===== config.mk =====
export PLATFORM = sky130hd
export DESIGN_NAME = queryDecode
export DESIGN_NICKNAME = d
export VERILOG_FILES = /design/src/primQueryPkg.sv /design/src/queryDecode.sv
export VERILOG_INCLUDE_DIRS = /design/src /design/src/src
export SDC_FILE = /design/constraint.sdc
export NUM_CORES = 1
export LEC_CHECK = 0
export ABC_AREA = 1
export BUFFER_PORTS_ARGS = -buffer_cell sky130_fd_sc_hd__buf_2
export CORE_MARGIN = 8
export CORE_UTILIZATION = 40
export CTS_CLUSTER_DIAMETER = 200
export DETAILED_ROUTE_END_ITERATION = 8
export GPL_ROUTABILITY_DRIVEN = 0
export PLACE_DENSITY = 0.7
export SLEW_MARGIN = 20
export SYNTH_ARGS = -nofsm -noshare
export SYNTH_HDL_FRONTEND = slang
export SYNTH_SLANG_ARGS = --single-unit

===== constraint.sdc =====
create_clock -name clk -period 1.1 [get_ports clk]
set_input_delay 0.055 -clock clk [delete_from_list [all_inputs] [get_ports clk]]
set_output_delay 0.055 -clock clk [all_outputs]
set_load 0.1 [all_outputs]

===== src/primQuery_macros.svh =====
//--------------------------------------------------------------------
// Sizes and scene constants for the primitive query unit
// The top bit of an index marks null, so keep store depths below 128
//--------------------------------------------------------------------
`ifndef PRIM_QUERY_MACROS_SVH
`define PRIM_QUERY_MACROS_SVH

// Index format
`define PRIM_INDEX_WIDTH 8
`define PRIM_NULL_INDEX  {`PRIM_INDEX_WIDTH{1'b1}}

// Lanes returned per query
`define PRIM_LANES 2

// Scene store depths
`define AABB_DEPTH   8
`define SPHERE_DEPTH 4

// Signed fixed point, 16.16
`define FIXED_WIDTH 32
`define FIXED_FRAC  16
`define COLOR_WIDTH 8

// Box index that receives the scene offset
`define OFFSET_INDEX 1

// Surface classes by primitive index
`define DIELECTRIC_INDEX 1
`define METAL_INDEX      2

`endif


===== src/primQueryPkg.sv =====
//--------------------------------------------------------------------
// Shared types of the primitive query unit and its testbench
//--------------------------------------------------------------------
`include "primQuery_macros.svh"

package primQueryPkg;

    // One signed fixed-point value
    typedef logic signed [`FIXED_WIDTH-1:0] fixed_t;

    typedef struct packed {
        fixed_t x;
        fixed_t y;
        fixed_t z;
    } fixed3_t;

    typedef struct packed {
        logic [`COLOR_WIDTH-1:0] r;
        logic [`COLOR_WIDTH-1:0] g;
        logic [`COLOR_WIDTH-1:0] b;
    } rgb8_t;

    // Query opcode
    typedef enum logic {
        PrimAabb,
        PrimSphere
    } primKind_e;

    typedef enum logic [1:0] {
        SurfNone,
        SurfLambertian,
        SurfMetal,
        SurfDielectric
    } surface_e;

    typedef struct packed {
        primKind_e                    kind;
        logic [`PRIM_INDEX_WIDTH-1:0] startIndex;
        // Exclusive upper bound
        logic [`PRIM_INDEX_WIDTH-1:0] endIndex;
    } primQuery_t;

    // One lane in flight
    typedef struct packed {
        logic [`PRIM_INDEX_WIDTH-1:0] index;
        logic                         valid;
        primKind_e                    kind;
    } laneCtl_t;

    typedef struct packed {
        logic [`PRIM_INDEX_WIDTH-1:0] primIndex;
        surface_e                     surface;
        rgb8_t                        color;
        fixed3_t                      boxMin;
        fixed3_t                      boxMax;
    } aabbPrim_t;

    typedef struct packed {
        logic [`PRIM_INDEX_WIDTH-1:0] primIndex;
        surface_e                     surface;
        rgb8_t                        color;
        fixed3_t                      center;
        fixed_t                       radius;
    } spherePrim_t;

    // Execute to result, one element per lane in each field
    typedef struct packed {
        laneCtl_t [`PRIM_LANES-1:0] ctl;
        rgb8_t    [`PRIM_LANES-1:0] color;
        fixed3_t  [`PRIM_LANES-1:0] boxMin;
        fixed3_t  [`PRIM_LANES-1:0] boxMax;
        fixed3_t  [`PRIM_LANES-1:0] center;
        fixed_t   [`PRIM_LANES-1:0] radius;
    } fetchOut_t;

endpackage


===== src/queryDecode.sv =====
//--------------------------------------------------------------------
// Decode stage, one cycle. Lane controls and offset load only on a
// query strobe and hold otherwise
//--------------------------------------------------------------------
`timescale 1ns/10ps
`include "primQuery_macros.svh"

module queryDecode (
    input  logic                    clk,
    input  logic                    arstN,
    input  logic                    queryValid,
    input  primQueryPkg::primQuery_t query,
    input  primQueryPkg::fixed3_t    offset,
    output logic                    laneValid,
    output primQueryPkg::laneCtl_t   lanes [`PRIM_LANES],
    output primQueryPkg::fixed3_t    laneOffset
);
    import primQueryPkg::*;

    laneCtl_t                     nextLanes [`PRIM_LANES];
    logic [`PRIM_INDEX_WIDTH-1:0] laneIndex [`PRIM_LANES];
    logic                         inRange   [`PRIM_LANES];

    //----------------------------------------------------------------
    // Lane index and validity
    //----------------------------------------------------------------
    always_comb begin
        for (int l = 0; l < `PRIM_LANES; l++) begin
            // Consecutive indices from the start
            laneIndex[l] = query.startIndex + `PRIM_INDEX_WIDTH'(l);
            // Depth depends on the kind
            if (query.kind == PrimAabb) begin
                inRange[l] = laneIndex[l] < `AABB_DEPTH;
            end else begin
                inRange[l] = laneIndex[l] < `SPHERE_DEPTH;
            end
            nextLanes[l].kind  = query.kind;
            // Null start, end bound and depth
            nextLanes[l].valid = !query.startIndex[`PRIM_INDEX_WIDTH-1]
                               && (laneIndex[l] < query.endIndex)
                               && inRange[l];
            nextLanes[l].index = nextLanes[l].valid ? laneIndex[l] : `PRIM_NULL_INDEX;
        end
    end

    //----------------------------------------------------------------
    // Stage registers
    //----------------------------------------------------------------
    always_ff @(posedge clk or negedge arstN) begin
        if (!arstN) begin
            laneValid <= 1'b0;
            for (int l = 0; l < `PRIM_LANES; l++) begin
                lanes[l] <= '0;
            end
        end else begin
            laneValid <= queryValid;
            if (queryValid) begin
                lanes <= nextLanes;
            end
        end
    end

    // Offset rides along with the lanes
    always_ff @(posedge clk) begin
        if (queryValid) begin
            laneOffset <= offset;
        end
    end

endmodule


==> summary.txt <==
Data required, critical path: 1.51 ns
Detailed-placement wirelength estimate: 12,420 um
Worst setup SP type: input pin
Final setup vio count: 135
Largest cells by area after synthesis: edfxtp_1 (68%), dfrtp_1 (12%), nand2_1 (5.2%)
ANT cells: 0
Period utilisation layout: 149.0%
Outcome: complete, but fails checks
Max Fclk: 610.1 MHz
Port Buffers: 232
CP top delay family: simple AND/OR/NAND/NOR gates
Vias in the first global route: 4,592
Num CTS Buffers: 17
Maxcap violations: 0
Die Height: 119.0 um
Main synth FF type: edfxtp_1
Setup Crit Path Kind: in -> reg
Total congestion overflow: 0
Worst EP arrival: 2.05 ns
Post-synth EDFFs: 96
CTS tree: done
Failing checks: setup timing
Register area share after synthesis: 79.74%
Routed wire length: 22,960 um
I/O pin cnt: 233
Layout cell share with drive strength beyond 1: 50.29%
Initial antenna violation count: 1
Sink Count: 116
Largest vdd supply drop: 0.001186 V
Area leader, netlist: edfxtp_1
Syn_nets: 420
Syn Inst Count: 290
Synth Register Bits: 116
R2r startpoint: lanes[4]$_DFFE_PN0P_
Worst slew pin tran: 0.4447 ns
Mean cell area of the mapped netlist: 14.63 sq um
Vias per Instance: 5.243
Initial DRC Count: 529
Gr usage total: 30.50%
Slowest CP cell: ha_2
Post-synth top area share: 67.94%
WL per Instance: 27.79 um
Clk slew on worst S/H paths: 0.06 ns
H-tree depth: 4
Pin count of the biggest net entering global routing: 50
Drt pass-1 iters: 5
Worst-case clock buffer depth: 2
Crit path cell chain: buf_4 > buf_4 > nand2_1 > nor2_1 > nand2_1 > nand2_1 > nand2_2 > ha_2 > nand2_4 > nand3_2 > nor2_1 > nand2_1 > nor2_2 > nand2_2 > nor2_4 > buf_6 > nand3_2 > nand2_1 > inv_1
Residual DRC count: 0
Worst Clk Skew: 0 ns
Final Slew Violations: 0
Count of different cell masters after synthesis: 18
Design Power: 15.57 mW
Static Leak: 4.160 nW
Endpoint class of the critical path: flip-flop
Placed insts: 688
Die ar.: 14,160 sq um
CP max stage delay: 0.20 ns
Max FO, Critical Path: 4
Post-route insts no fill: 826
Syn-to-layout area delta: 121.6%
Synthesized cell area: 4243 sq um
Fin nets: 807
Hold WC Path Type: in -> async
Yosys warning count: 0
Worst Setup SP: query[10]
Minimum clock period: 1.639 ns
Rel. slew slack: 70.35%
Core Footprint: 10,320 sq um
Row Count: 37
Async SR Flop Fraction: 17.24%
CTS root buf: clkbuf_8
Global-route wire length before repair: 31,310 um
Clk Latency, worst-skew pair: 0.51 ns
Post-DRT Antenna Nets: 0
Starting density of the core: 41.10%
RSZ-0062 raised after global routing: true
Worst Path Buf+Inv: 4
Most frequent CP cell: nand2_1
Final hold vios: 0
Die width: 119.0 um
Setup WS post-layout: -0.5390 ns
Power density cells: 1656 nW/um^2
DR vias: 4,331
-- logic make-up after synthesis --
family                   Yosys count  synth area share (%)
flip-flops                       116                 79.74
AND/OR/NAND/NOR                  113                 11.56
buffers and inverters             41                 3.804
adder cells (fa/ha/maj)           14                 4.129
AO/OA/AOI/OAI                      6                0.7667
-- worst paths after layout --
kind	end	slack (ns)	depth (start not counted)
hold / removal	laneValid$_DFF_PN0_	0.02	2
max in group asynchronous	lanes[13]$_DFFE_PN0P_	0.73	2
setup / recovery	lanes[3]$_DFFE_PN0P_	-0.54	19
hold reg to reg	lanes[11]$_DFFE_PN0P_	0.57	2
min in group clk	laneOffset[44]$_DFFE_PP_	0.02	2
setup reg to reg	lanes[4]$_DFFE_PN0P_	0.12	3
-- area by class of cell --
| type | instances | area [sq um] |
|---|---|---|
| Inverter | 38 | 160.2 |
| Timing Repair Buffer | 371 | 4295 |
| Clock buffer | 18 | 417.9 |
| Sequential cell | 116 | 3406 |
| Clock inverter | 14 | 151.4 |
| Multi-Input combinational cell | 133 | 799.5 |
| Fill cell | 355 | 923.4 |
| Tap cell | 136 | 170.2 |
-- synthesized netlist by cell type (2+ instances only) --
master	count
nand2_1	59
o21ai_0	2
nor2_4	3
nand4_1	2
a21oi_1	3
inv_2	2
ha_1	14
edfxtp_1	96
nand3_1	16
dfrtp_1	20
inv_1	36
nor2_1	25
buf_4	2
or2_2	6
-- state kept, by name (all words and copies together) (netlist names) --
name / count
laneOffset: 96
lanes: 19
laneValid: 1
-- through the flow --
stage	utilization (%)	hold slack (ns)	worst slack [ns]	instance area (sq um)	TNS, ns
floorplan	-	-0.2406	-0.4434	4314	-3.785
global placement	74.18	0.01329	-0.7402	7659	-9.537
detailed placement	74.18	0.02271	-0.7756	7659	-10.09
CTS	90.17	0.0008435	-0.2016	9309	-12.78
global route	91.06	0.0008149	-0.6154	9400	-22.79
finish	91.06	0.02120	-0.5390	9400	-17.39
-- per-layer routing --
layer,GRT usage (%),vias up,part of all wire [%]
li1,-,1766,-
met1,30.33,2095,33
met2,54.90,388,52
met3,11.15,82,9.9
met4,15.34,0,4.9
met5,0,-,0
-- worst register-to-register path, cell delays in order, from the launching register on --
cell	delay, ns
dfrtp_1	0.43
or2_2	0.31
nand2_1	0.07
inv_1	0.05
-- power breakdown --
part	switching [mW]	internal, mW
Combinational	2.94	1.69
Sequential	0.298	5.12
Clock	2.28	3.25
-- cells in the final DEF (no fill, tap or decap), drive strengths merged --
cell         netlist  final
nand3             16     16
clkbuf             1     18
buf                2    270
clkinv             0      4
nand2             60     60
or2                6      6
dfrtp             20     20
a21oi              3      3
edfxtp            96     96
o21ai              2      2
bufinv             0      2
inv               38     42
nor3               1      1
dlygate4sd3        0    101
clkinvlp           0      4
nor2              28     28
nand4              2      2
a211oi             1      1
ha                14     14
-- what timing repair did --
action,4_1_cts,5_1_grt
setup buffers,2,3
pin swaps,13,13
endpoints found under the setup margin,126,135
gates resized for setup,17,18
hold endpoints to repair,124,0
hold buffers,101,0
Power figures use the tool's default switching activity.
