--- src/primQuery_macros.svh ---
//--------------------------------------------------------------------
// Sizes and scene constants for the primitive query unit
// The top bit of an index marks null, so keep store depths below 128
//--------------------------------------------------------------------
`ifndef PRIM_QUERY_MACROS_SVH
`define PRIM_QUERY_MACROS_SVH

// Index format
`define PRIM_INDEX_WIDTH 8
`define PRIM_NULL_INDEX  {`PRIM_INDEX_WIDTH{1'b1}}

// Lanes returned per query
`define PRIM_LANES 2

// Scene store depths
`define AABB_DEPTH   8
`define SPHERE_DEPTH 4

// Signed fixed point, 16.16
`define FIXED_WIDTH 32
`define FIXED_FRAC  16
`define COLOR_WIDTH 8

// Box index that receives the scene offset
`define OFFSET_INDEX 1

// Surface classes by primitive index
`define DIELECTRIC_INDEX 1
`define METAL_INDEX      2

`endif

--- src/primQueryPkg.sv ---
//--------------------------------------------------------------------
// Shared types of the primitive query unit and its testbench
//--------------------------------------------------------------------
`include "primQuery_macros.svh"

package primQueryPkg;

    // One signed fixed-point value
    typedef logic signed [`FIXED_WIDTH-1:0] fixed_t;

    typedef struct packed {
        fixed_t x;
        fixed_t y;
        fixed_t z;
    } fixed3_t;

    typedef struct packed {
        logic [`COLOR_WIDTH-1:0] r;
        logic [`COLOR_WIDTH-1:0] g;
        logic [`COLOR_WIDTH-1:0] b;
    } rgb8_t;

    // Query opcode
    typedef enum logic {
        PrimAabb,
        PrimSphere
    } primKind_e;

    typedef enum logic [1:0] {
        SurfNone,
        SurfLambertian,
        SurfMetal,
        SurfDielectric
    } surface_e;

    typedef struct packed {
        primKind_e                    kind;
        logic [`PRIM_INDEX_WIDTH-1:0] startIndex;
        // Exclusive upper bound
        logic [`PRIM_INDEX_WIDTH-1:0] endIndex;
    } primQuery_t;

    // One lane in flight
    typedef struct packed {
        logic [`PRIM_INDEX_WIDTH-1:0] index;
        logic                         valid;
        primKind_e                    kind;
    } laneCtl_t;

    typedef struct packed {
        logic [`PRIM_INDEX_WIDTH-1:0] primIndex;
        surface_e                     surface;
        rgb8_t                        color;
        fixed3_t                      boxMin;
        fixed3_t                      boxMax;
    } aabbPrim_t;

    typedef struct packed {
        logic [`PRIM_INDEX_WIDTH-1:0] primIndex;
        surface_e                     surface;
        rgb8_t                        color;
        fixed3_t                      center;
        fixed_t                       radius;
    } spherePrim_t;

    // Execute to result, one element per lane in each field
    typedef struct packed {
        laneCtl_t [`PRIM_LANES-1:0] ctl;
        rgb8_t    [`PRIM_LANES-1:0] color;
        fixed3_t  [`PRIM_LANES-1:0] boxMin;
        fixed3_t  [`PRIM_LANES-1:0] boxMax;
        fixed3_t  [`PRIM_LANES-1:0] center;
        fixed_t   [`PRIM_LANES-1:0] radius;
    } fetchOut_t;

endpackage

--- src/resultAssemble.sv ---
//--------------------------------------------------------------------
// Result stage, refraction surface classes. Outputs hold between
// results and read as zero after reset
//--------------------------------------------------------------------
`timescale 1ns/10ps
`include "primQuery_macros.svh"

module resultAssemble (
    input  logic                      clk,
    input  logic                      arstN,
    input  logic                      fetchValid,
    input  primQueryPkg::fetchOut_t    fetched,
    output logic                      resultValid,
    output primQueryPkg::aabbPrim_t    aabbOut   [`PRIM_LANES],
    output primQueryPkg::spherePrim_t  sphereOut [`PRIM_LANES]
);
    import primQueryPkg::*;

    aabbPrim_t   nextAabb   [`PRIM_LANES];
    spherePrim_t nextSphere [`PRIM_LANES];

    // Surface class from the primitive index
    function automatic surface_e classify(input logic [`PRIM_INDEX_WIDTH-1:0] index);
        if (index == `DIELECTRIC_INDEX) begin
            return SurfDielectric;
        end else if (index == `METAL_INDEX) begin
            return SurfMetal;
        end
        return SurfLambertian;
    endfunction

    //----------------------------------------------------------------
    // Route lanes by kind
    //----------------------------------------------------------------
    always_comb begin
        for (int l = 0; l < `PRIM_LANES; l++) begin
            // Null lane by default, all fields zero
            nextAabb[l]             = '0;
            nextAabb[l].primIndex   = `PRIM_NULL_INDEX;
            nextSphere[l]           = '0;
            nextSphere[l].primIndex = `PRIM_NULL_INDEX;
            if (fetched.ctl[l].valid) begin
                if (fetched.ctl[l].kind == PrimAabb) begin
                    nextAabb[l].primIndex = fetched.ctl[l].index;
                    nextAabb[l].surface   = classify(fetched.ctl[l].index);
                    nextAabb[l].color     = fetched.color[l];
                    nextAabb[l].boxMin    = fetched.boxMin[l];
                    nextAabb[l].boxMax    = fetched.boxMax[l];
                end else begin
                    nextSphere[l].primIndex = fetched.ctl[l].index;
                    nextSphere[l].surface   = classify(fetched.ctl[l].index);
                    nextSphere[l].color     = fetched.color[l];
                    nextSphere[l].center    = fetched.center[l];
                    nextSphere[l].radius    = fetched.radius[l];
                end
            end
        end
    end

    //----------------------------------------------------------------
    // Output registers
    //----------------------------------------------------------------
    always_ff @(posedge clk or negedge arstN) begin
        if (!arstN) begin
            resultValid <= 1'b0;
            for (int l = 0; l < `PRIM_LANES; l++) begin
                aabbOut[l]   <= '0;
                sphereOut[l] <= '0;
            end
        end else begin
            resultValid <= fetchValid;
            if (fetchValid) begin
                aabbOut   <= nextAabb;
                sphereOut <= nextSphere;
            end
        end
    end

endmodule

--- config.mk ---
export PLATFORM = sky130hd
export DESIGN_NAME = resultAssemble
export DESIGN_NICKNAME = d
export VERILOG_FILES = /design/src/primQueryPkg.sv /design/src/resultAssemble.sv
export VERILOG_INCLUDE_DIRS = /design/src /design/src/src
export SDC_FILE = /design/constraint.sdc
export NUM_CORES = 1
export LEC_CHECK = 0
export BUFFER_PORTS_ARGS = -buffer_cell sky130_fd_sc_hd__buf_2
export CORE_AREA = 2 2 577 579
export CTS_BUF_LIST = sky130_fd_sc_hd__clkbuf_4
export DETAILED_ROUTE_END_ITERATION = 6
export DIE_AREA = 0 0 579 581
export PLACE_DENSITY = 0.36
export SKIP_CTS_REPAIR_TIMING = 1
export SLEW_MARGIN = 10
export SYNTH_ARGS = -nofsm -noshare
export SYNTH_HDL_FRONTEND = slang
export SYNTH_SLANG_ARGS = --single-unit
--- constraint.sdc ---
create_clock -name clk -period 1 [get_ports clk]
set_input_delay 0.2 -clock clk [delete_from_list [all_inputs] [get_ports clk]]
set_output_delay 0.2 -clock clk [all_outputs]
set_load 0.005 [all_outputs]
==> out/results.ini, run 1 <==
[worst_setup_path]
crit_arrival_ps=2030
crit_fanout=2
worst_setup_path_start_kind=flop
path_cells=buf_6
crit_type=flop to primary output
critPathMaxStageDelay_ps=490
crit_slowest_cell=dfrtp_2
required_ps=800
crit_family=flip-flops
path_buf_inv=1
critPathCaptureType=primary output

[clock_tree]
cts-buffers-inserted=239
clock_latency_ps=1300
cts_tree=built
h-tree-depth=4
clockBufferDepth=4
clockRootBuffer=clkbuf_4
clk_pin_slew_worst_paths_ps=70
clock-sinks=777

[global_route]
gr-max-usage-layer=met2
grt_antenna_before_repair=226
grtUsageTotal_pct=14.4
overflow=0
grt_pass1_vias=32768
grt_pass1_wl_um=321000
grt_util_met3_pct=8.70
use_met2_pct=23.0
gr-usage-met1_pct=15.9
grt_max_degree=91

[power]
swShare_pct=31.5
share_clk_of_total_power_pct=36.7
power_uw=86500
power_density_mw_per_mm2=1210
power_leakage_uw=0.0327
intPower_uw=59300
power_switching_uw=27300
p_comb_share_pct=23.2
seq_power_share_pct=40.1
max-vdd-ir-drop_uv=883

[route]
drtIter0Drc=1774
num_vias=39225
drc=0
first_pass_iters=5
drt_wl_total_um=263000
ant_nets=0
viasPerCell=3.39
avgRoutedWirePerCell_um=22.7

[yosys]
yosysWarnings=0
yosys.area.top_type_share_pct=58.5
synthesis.nets=4031
avgSynthCellArea_um2=10.0
seq_area_frac_synth_pct=58.5
synthDistinctLibCells=20
ys_ff_latch=777
synth_top_cell_by_area=dfrtp_1
syn_area_mm2=0.0333
netlist_top_cells_area=dfrtp_1 58%, o22ai_2 10%, inv_1 8.4%, nand3_1 5.8%, o21ai_0 4.4%
syn_inst=3320

[die]
coreArea_mm2=0.330
dieWidth_um=579
initial_core_util_pct=10.1
dieHeight_um=581
dieArea_mm2=0.336
num_rows=211
io_pins=1488

[timing]
setup_viol=2234
tns_ps=-1077280
tightest_slew_ps=1050
max-slew-margin-rel_pct=29.5
final_max_slew_viol_count=0
fmax_ghz=0.448
clock_skew_ps=0
finalHoldViolations=0
setup_slack_ps=-1230
min_period_over_period_pct=223
timing.final.crit_period_ps=2230
rsz0062_at_grt=true

[finish]
nFillCells=36472
drive_above_1_share_pct=40.1
syn_to_final_growth_pct=115
layout.nets=7651
multiInputGateArea_mm2=0.00977
register_area_mm2=0.0195
finalNonFillerCells=11567

[placement]
io_buffers=1487
dp.cells=9217
gp_congestion=0.908
dp_hpwl_um=217000

[run]
maxCapViolCount=0

[status]
status=finished, violations left
violations=negative setup slack

[worst_hold_path]
hp-class=primary input to flop

==> layout by cell type, fill, tap and decap left out, types with 2 or more instances in the layout <==
master	Yosys	routed
inv_1	744	744
nand2_1	308	212
o22ai_1	90	90
dfrtp_2	0	24
inv_6	0	2
diode_2	0	111
and4b_1	2	2
clkinv_1	0	35
nand2_4	0	2
dfrtp_1	777	753
buf_6	46	408
o21ai_0	290	274
nand2_2	0	94
nand3_1	388	376
buf_12	0	84
nor2_1	66	66
buf_4	43	523
clkbuf_4	0	331
o22ai_2	270	270
a21oi_1	32	32
nor4_1	2	2
dlygate4sd3_1	0	1548
clkinv_2	0	14
inv_2	0	4
nor2b_4	0	2
buf_2	98	1066
nand3_2	0	12
clkinvlp_4	0	2
nand2b_2	0	2
xor2_1	2	2
o21ai_1	94	110
==> flip-flops by register name, summed over array words and instances, names as in the netlist <==
signal and flops:
sphereOut 324, resultValid 1, aabbOut 452
==> per-stage QoR <==
stage | hold slack [ps] | instance area [um^2] | setup WS (ps) | utilization, %
after CTS | -1430 | 51000 | -1600 | 15.5
after global placement | 259 | 48200 | -459 | 14.6
after global routing | -49.9 | 71500 | -1450 | 21.7
after detailed placement | 256 | 48200 | -480 | 14.6
final | 120 | 71600 | -1230 | 21.7
after floorplan | -95.6 | 33800 | -100 | -
==> worst paths after layout <==
path,slack (ps),depth (start not counted),endpoint,from
worst min-delay path,120,6,sphereOut[315],fetched[696]
min in group asynchronous,550,4,sphereOut[249],arstN
worst max register to register,160,3,sphereOut[5],sphereOut[5]
worst max-delay path,-1230,1,aabbOut[205],aabbOut[205]
max in group asynchronous,-290,6,aabbOut[189],arstN
worst min register to register,510,2,aabbOut[268],aabbOut[268]
==> power by group through the flow <==
stage	Combinational [uW]	Clock, uW	Sequential, uW
after detailed placement	13000	0	35000
after CTS	13100	33900	34400
after global routing	21600	35200	34800
after global placement	13000	0	34900
final	20100	31800	34700
after floorplan	4270	0	34900
==> logic make-up after synthesis <==
logic type / synth area share (%)
flip-flops: 58.5
buffers and inverters: 13.1
XOR/XNOR: 0.0527
AO/OA/AOI/OAI: 18.1
AND/OR/NAND/NOR: 10.2
==> per-layer routing <==
| layer | vias to the layer above | routed length (um) |
|---|---|---|
| met5 | - | 813 |
| met4 | 110 | 7960 |
| met3 | 497 | 26600 |
| met2 | 1698 | 121000 |
| met1 | 18747 | 107000 |
| li1 | 18173 | - |
==> synth_stat cells <==
cell type and number:
dfrtp_1 777, inv_1 744, nand3_1 388, nand2_1 308, o21ai_0 290, o22ai_2 270
buf_2 98, o21ai_1 94, o22ai_1 90, nor2_1 66, clkbuf_1 63, buf_6 46
buf_4 43, a21oi_1 32, and4b_1 2, nand2b_1 2, nor2b_1 2, nor4_1 2
xor2_1 2, buf_1 1
==> layout make-up <==
class,count,area share (%)
Clock inverter,60,0.428
Clock buffer,331,3.47
Timing Repair Buffer,3630,43.4
Sequential cell,777,27.2
Antenna cell,111,0.388
Tap cell,4366,7.63
Inverter,744,3.90
Multi-Input combinational cell,1548,13.6
==> worst register-to-register path, delay by kind of cell (launching register included) <==
| family | cells | cell delay, ps |
|---|---|---|
| flops | 1 | 420 |
| buf+inv | 2 | 220 |
| compound gates | 1 | 70 |
Power figures use the tool's default switching activity.
==> inputs of run 2 (changes only) <==
--- a/config.mk
+++ b/config.mk
@@ -12,6 +12,7 @@
 export DETAILED_ROUTE_END_ITERATION = 6
 export DIE_AREA = 0 0 579 581
 export PLACE_DENSITY = 0.36
+export REMOVE_ABC_BUFFERS = 1
 export SKIP_CTS_REPAIR_TIMING = 1
 export SLEW_MARGIN = 10
 export SYNTH_ARGS = -nofsm -noshare
==> out/results.ini, run 2 (synthesis gave the netlist of run 1 again) <==
[clock_tree]
clock-sinks=777
clock_latency_ps=1310
clockRootBuffer=clkbuf_4
cts-buffers-inserted=243
cts_tree=built
clk_pin_slew_worst_paths_ps=70
clockBufferDepth=4
h-tree-depth=4

[power]
seq_power_share_pct=39.3
intPower_uw=60600
max-vdd-ir-drop_uv=908
power_density_mw_per_mm2=1180
power_leakage_uw=0.0332
power_uw=88100
swShare_pct=31.2
p_comb_share_pct=23.1
power_switching_uw=27500
share_clk_of_total_power_pct=37.6

[finish]
layout.nets=7974
final_cell_mix=1945 x dlygate4sd3_1, 1112 x buf_2, 759 x dfrtp_1, 744 x inv_1, 430 x buf_4
top_register=aabbOut
drive_above_1_share_pct=35.8
largest_reg_flops=452
syn_to_final_growth_pct=125
top_regs=aabbOut (452), sphereOut (324), resultValid (1)
finalNonFillerCells=11867
mostFrequentLayoutCell=dlygate4sd3_1

[worst_setup_path]
required_ps=800
critPathCaptureType=primary output
path_cells=buf_6
r2r_start=aabbOut[209]
ff2ff_path_depth=4
crit_family=flip-flops
worst_setup_path_start_kind=flop
r2r-end=aabbOut[209]
crit_slowest_cell=dfrtp_1
critPathMaxStageDelay_ps=450
r2r_setup_slack_ps=70
path_buf_inv=1
critical_path_cell_count=1
crit_fanout=2
crit_arrival_ps=1980
crit_type=flop to primary output

[worst_hold_path]
hp-start=fetched[698]
whs_endpoint=aabbOut[141]
hp-class=primary input to flop
hold_depth=6

[route]
ant_nets=0
drtIter0Drc=1560
viasPerCell=3.43
drt_wl_total_um=254000
num_vias=40700
avgRoutedWirePerCell_um=21.4
drc=0
first_pass_iters=5

[die]
dieWidth_um=579
initial_core_util_pct=10.1
io_pins=1488
coreArea_mm2=0.330
dieArea_mm2=0.336
dieHeight_um=581
num_rows=211

[global_route]
grt_max_degree=85
grt_pass1_wl_um=306000
grt_pass1_vias=32989
grtUsageTotal_pct=13.5
overflow=0
grt_antenna_before_repair=186

[timing]
holdWs_ps=-256
setup_slack_ps=-1180
setup_viol=1431
rsz0062_at_grt=true
finalHoldViolations=85
clock_skew_ps=0
tns_ps=-1031920
tightest_slew_ps=1100
fmax_ghz=0.460
min_period_over_period_pct=218
timing.final.crit_period_ps=2180
final_max_slew_viol_count=0
max-slew-margin-rel_pct=26.4

[placement]
dp.cells=9208
dp_hpwl_um=202000
gp_congestion=0.856
io_buffers=1487

[status]
status=finished, violations left
violations=negative hold slack, negative setup slack

[run]
maxCapViolCount=0

## run 2: changes by cell type in the layout (fill, tap and decap cells not counted), sizes merged, moves of 5 or more
cell         change
dlygate4sd3    +397
buf             -78
diode           -42
clkbuf          +14
clkinv          +12
inv              -5
## run 2: power by group through the flow
stage	Clock (uW)	Sequential [uW]	Combinational (uW)
2_1_floorplan	0	34900	3010
3_3_place_gp	0	34900	12600
3_5_place_dp	0	34900	12700
4_1_cts	34900	34400	12700
5_1_grt	36400	34800	21900
6_report	33100	34600	20400
## run 2: tightest hold or removal path: cells and delay by family
kind	cells	cell delay, ps
compound gates	1	70
buf+inv	3	450
simple gates	2	190
## run 2: final cells by class
| cell class | count | area [um^2] |
|---|---|---|
| fillers | 36057 | 255000 |
| inverters | 744 | 2790 |
| repair buffers | 3949 | 34400 |
| clock buffers | 345 | 2590 |
| flip-flops and latches | 777 | 19500 |
| multi-input cells | 1548 | 9480 |
| clock inverters | 69 | 368 |
| diodes | 69 | 173 |
| well taps | 4366 | 5460 |
## run 2: worst max path at each step
stage,from,to
3_5_place_dp,fetched[699],aabbOut[46]
4_1_cts,aabbOut[12],aabbOut[12]
3_3_place_gp,fetched[698],aabbOut[100]
2_1_floorplan,fetched[698],aabbOut[216]
6_report,sphereOut[27],sphereOut[27]
5_1_grt,aabbOut[12],aabbOut[12]
## run 2: through the flow
step | area [um^2] | hold slack, ps | setup slack (ps) | util [%]
floorplan | 31700 | -95.6 | -6330 | -
global placement | 48000 | 71.3 | -556 | 14.6
detailed placement | 48000 | 73.4 | -572 | 14.6
CTS | 51000 | -1490 | -1710 | 15.5
global route | 74600 | -452 | -1420 | 22.6
finish | 74700 | -256 | -1180 | 22.7
## run 2: metal layers
layer | GRT usage, % | part of all wire, % | up-vias
met2 | 22.7 | 47 | 1626
met4 | 3.45 | 3.8 | 118
met5 | 0 | 0.30 | -
met1 | 14.2 | 39 | 19596
met3 | 8.08 | 9.7 | 563
li1 | - | - | 18797
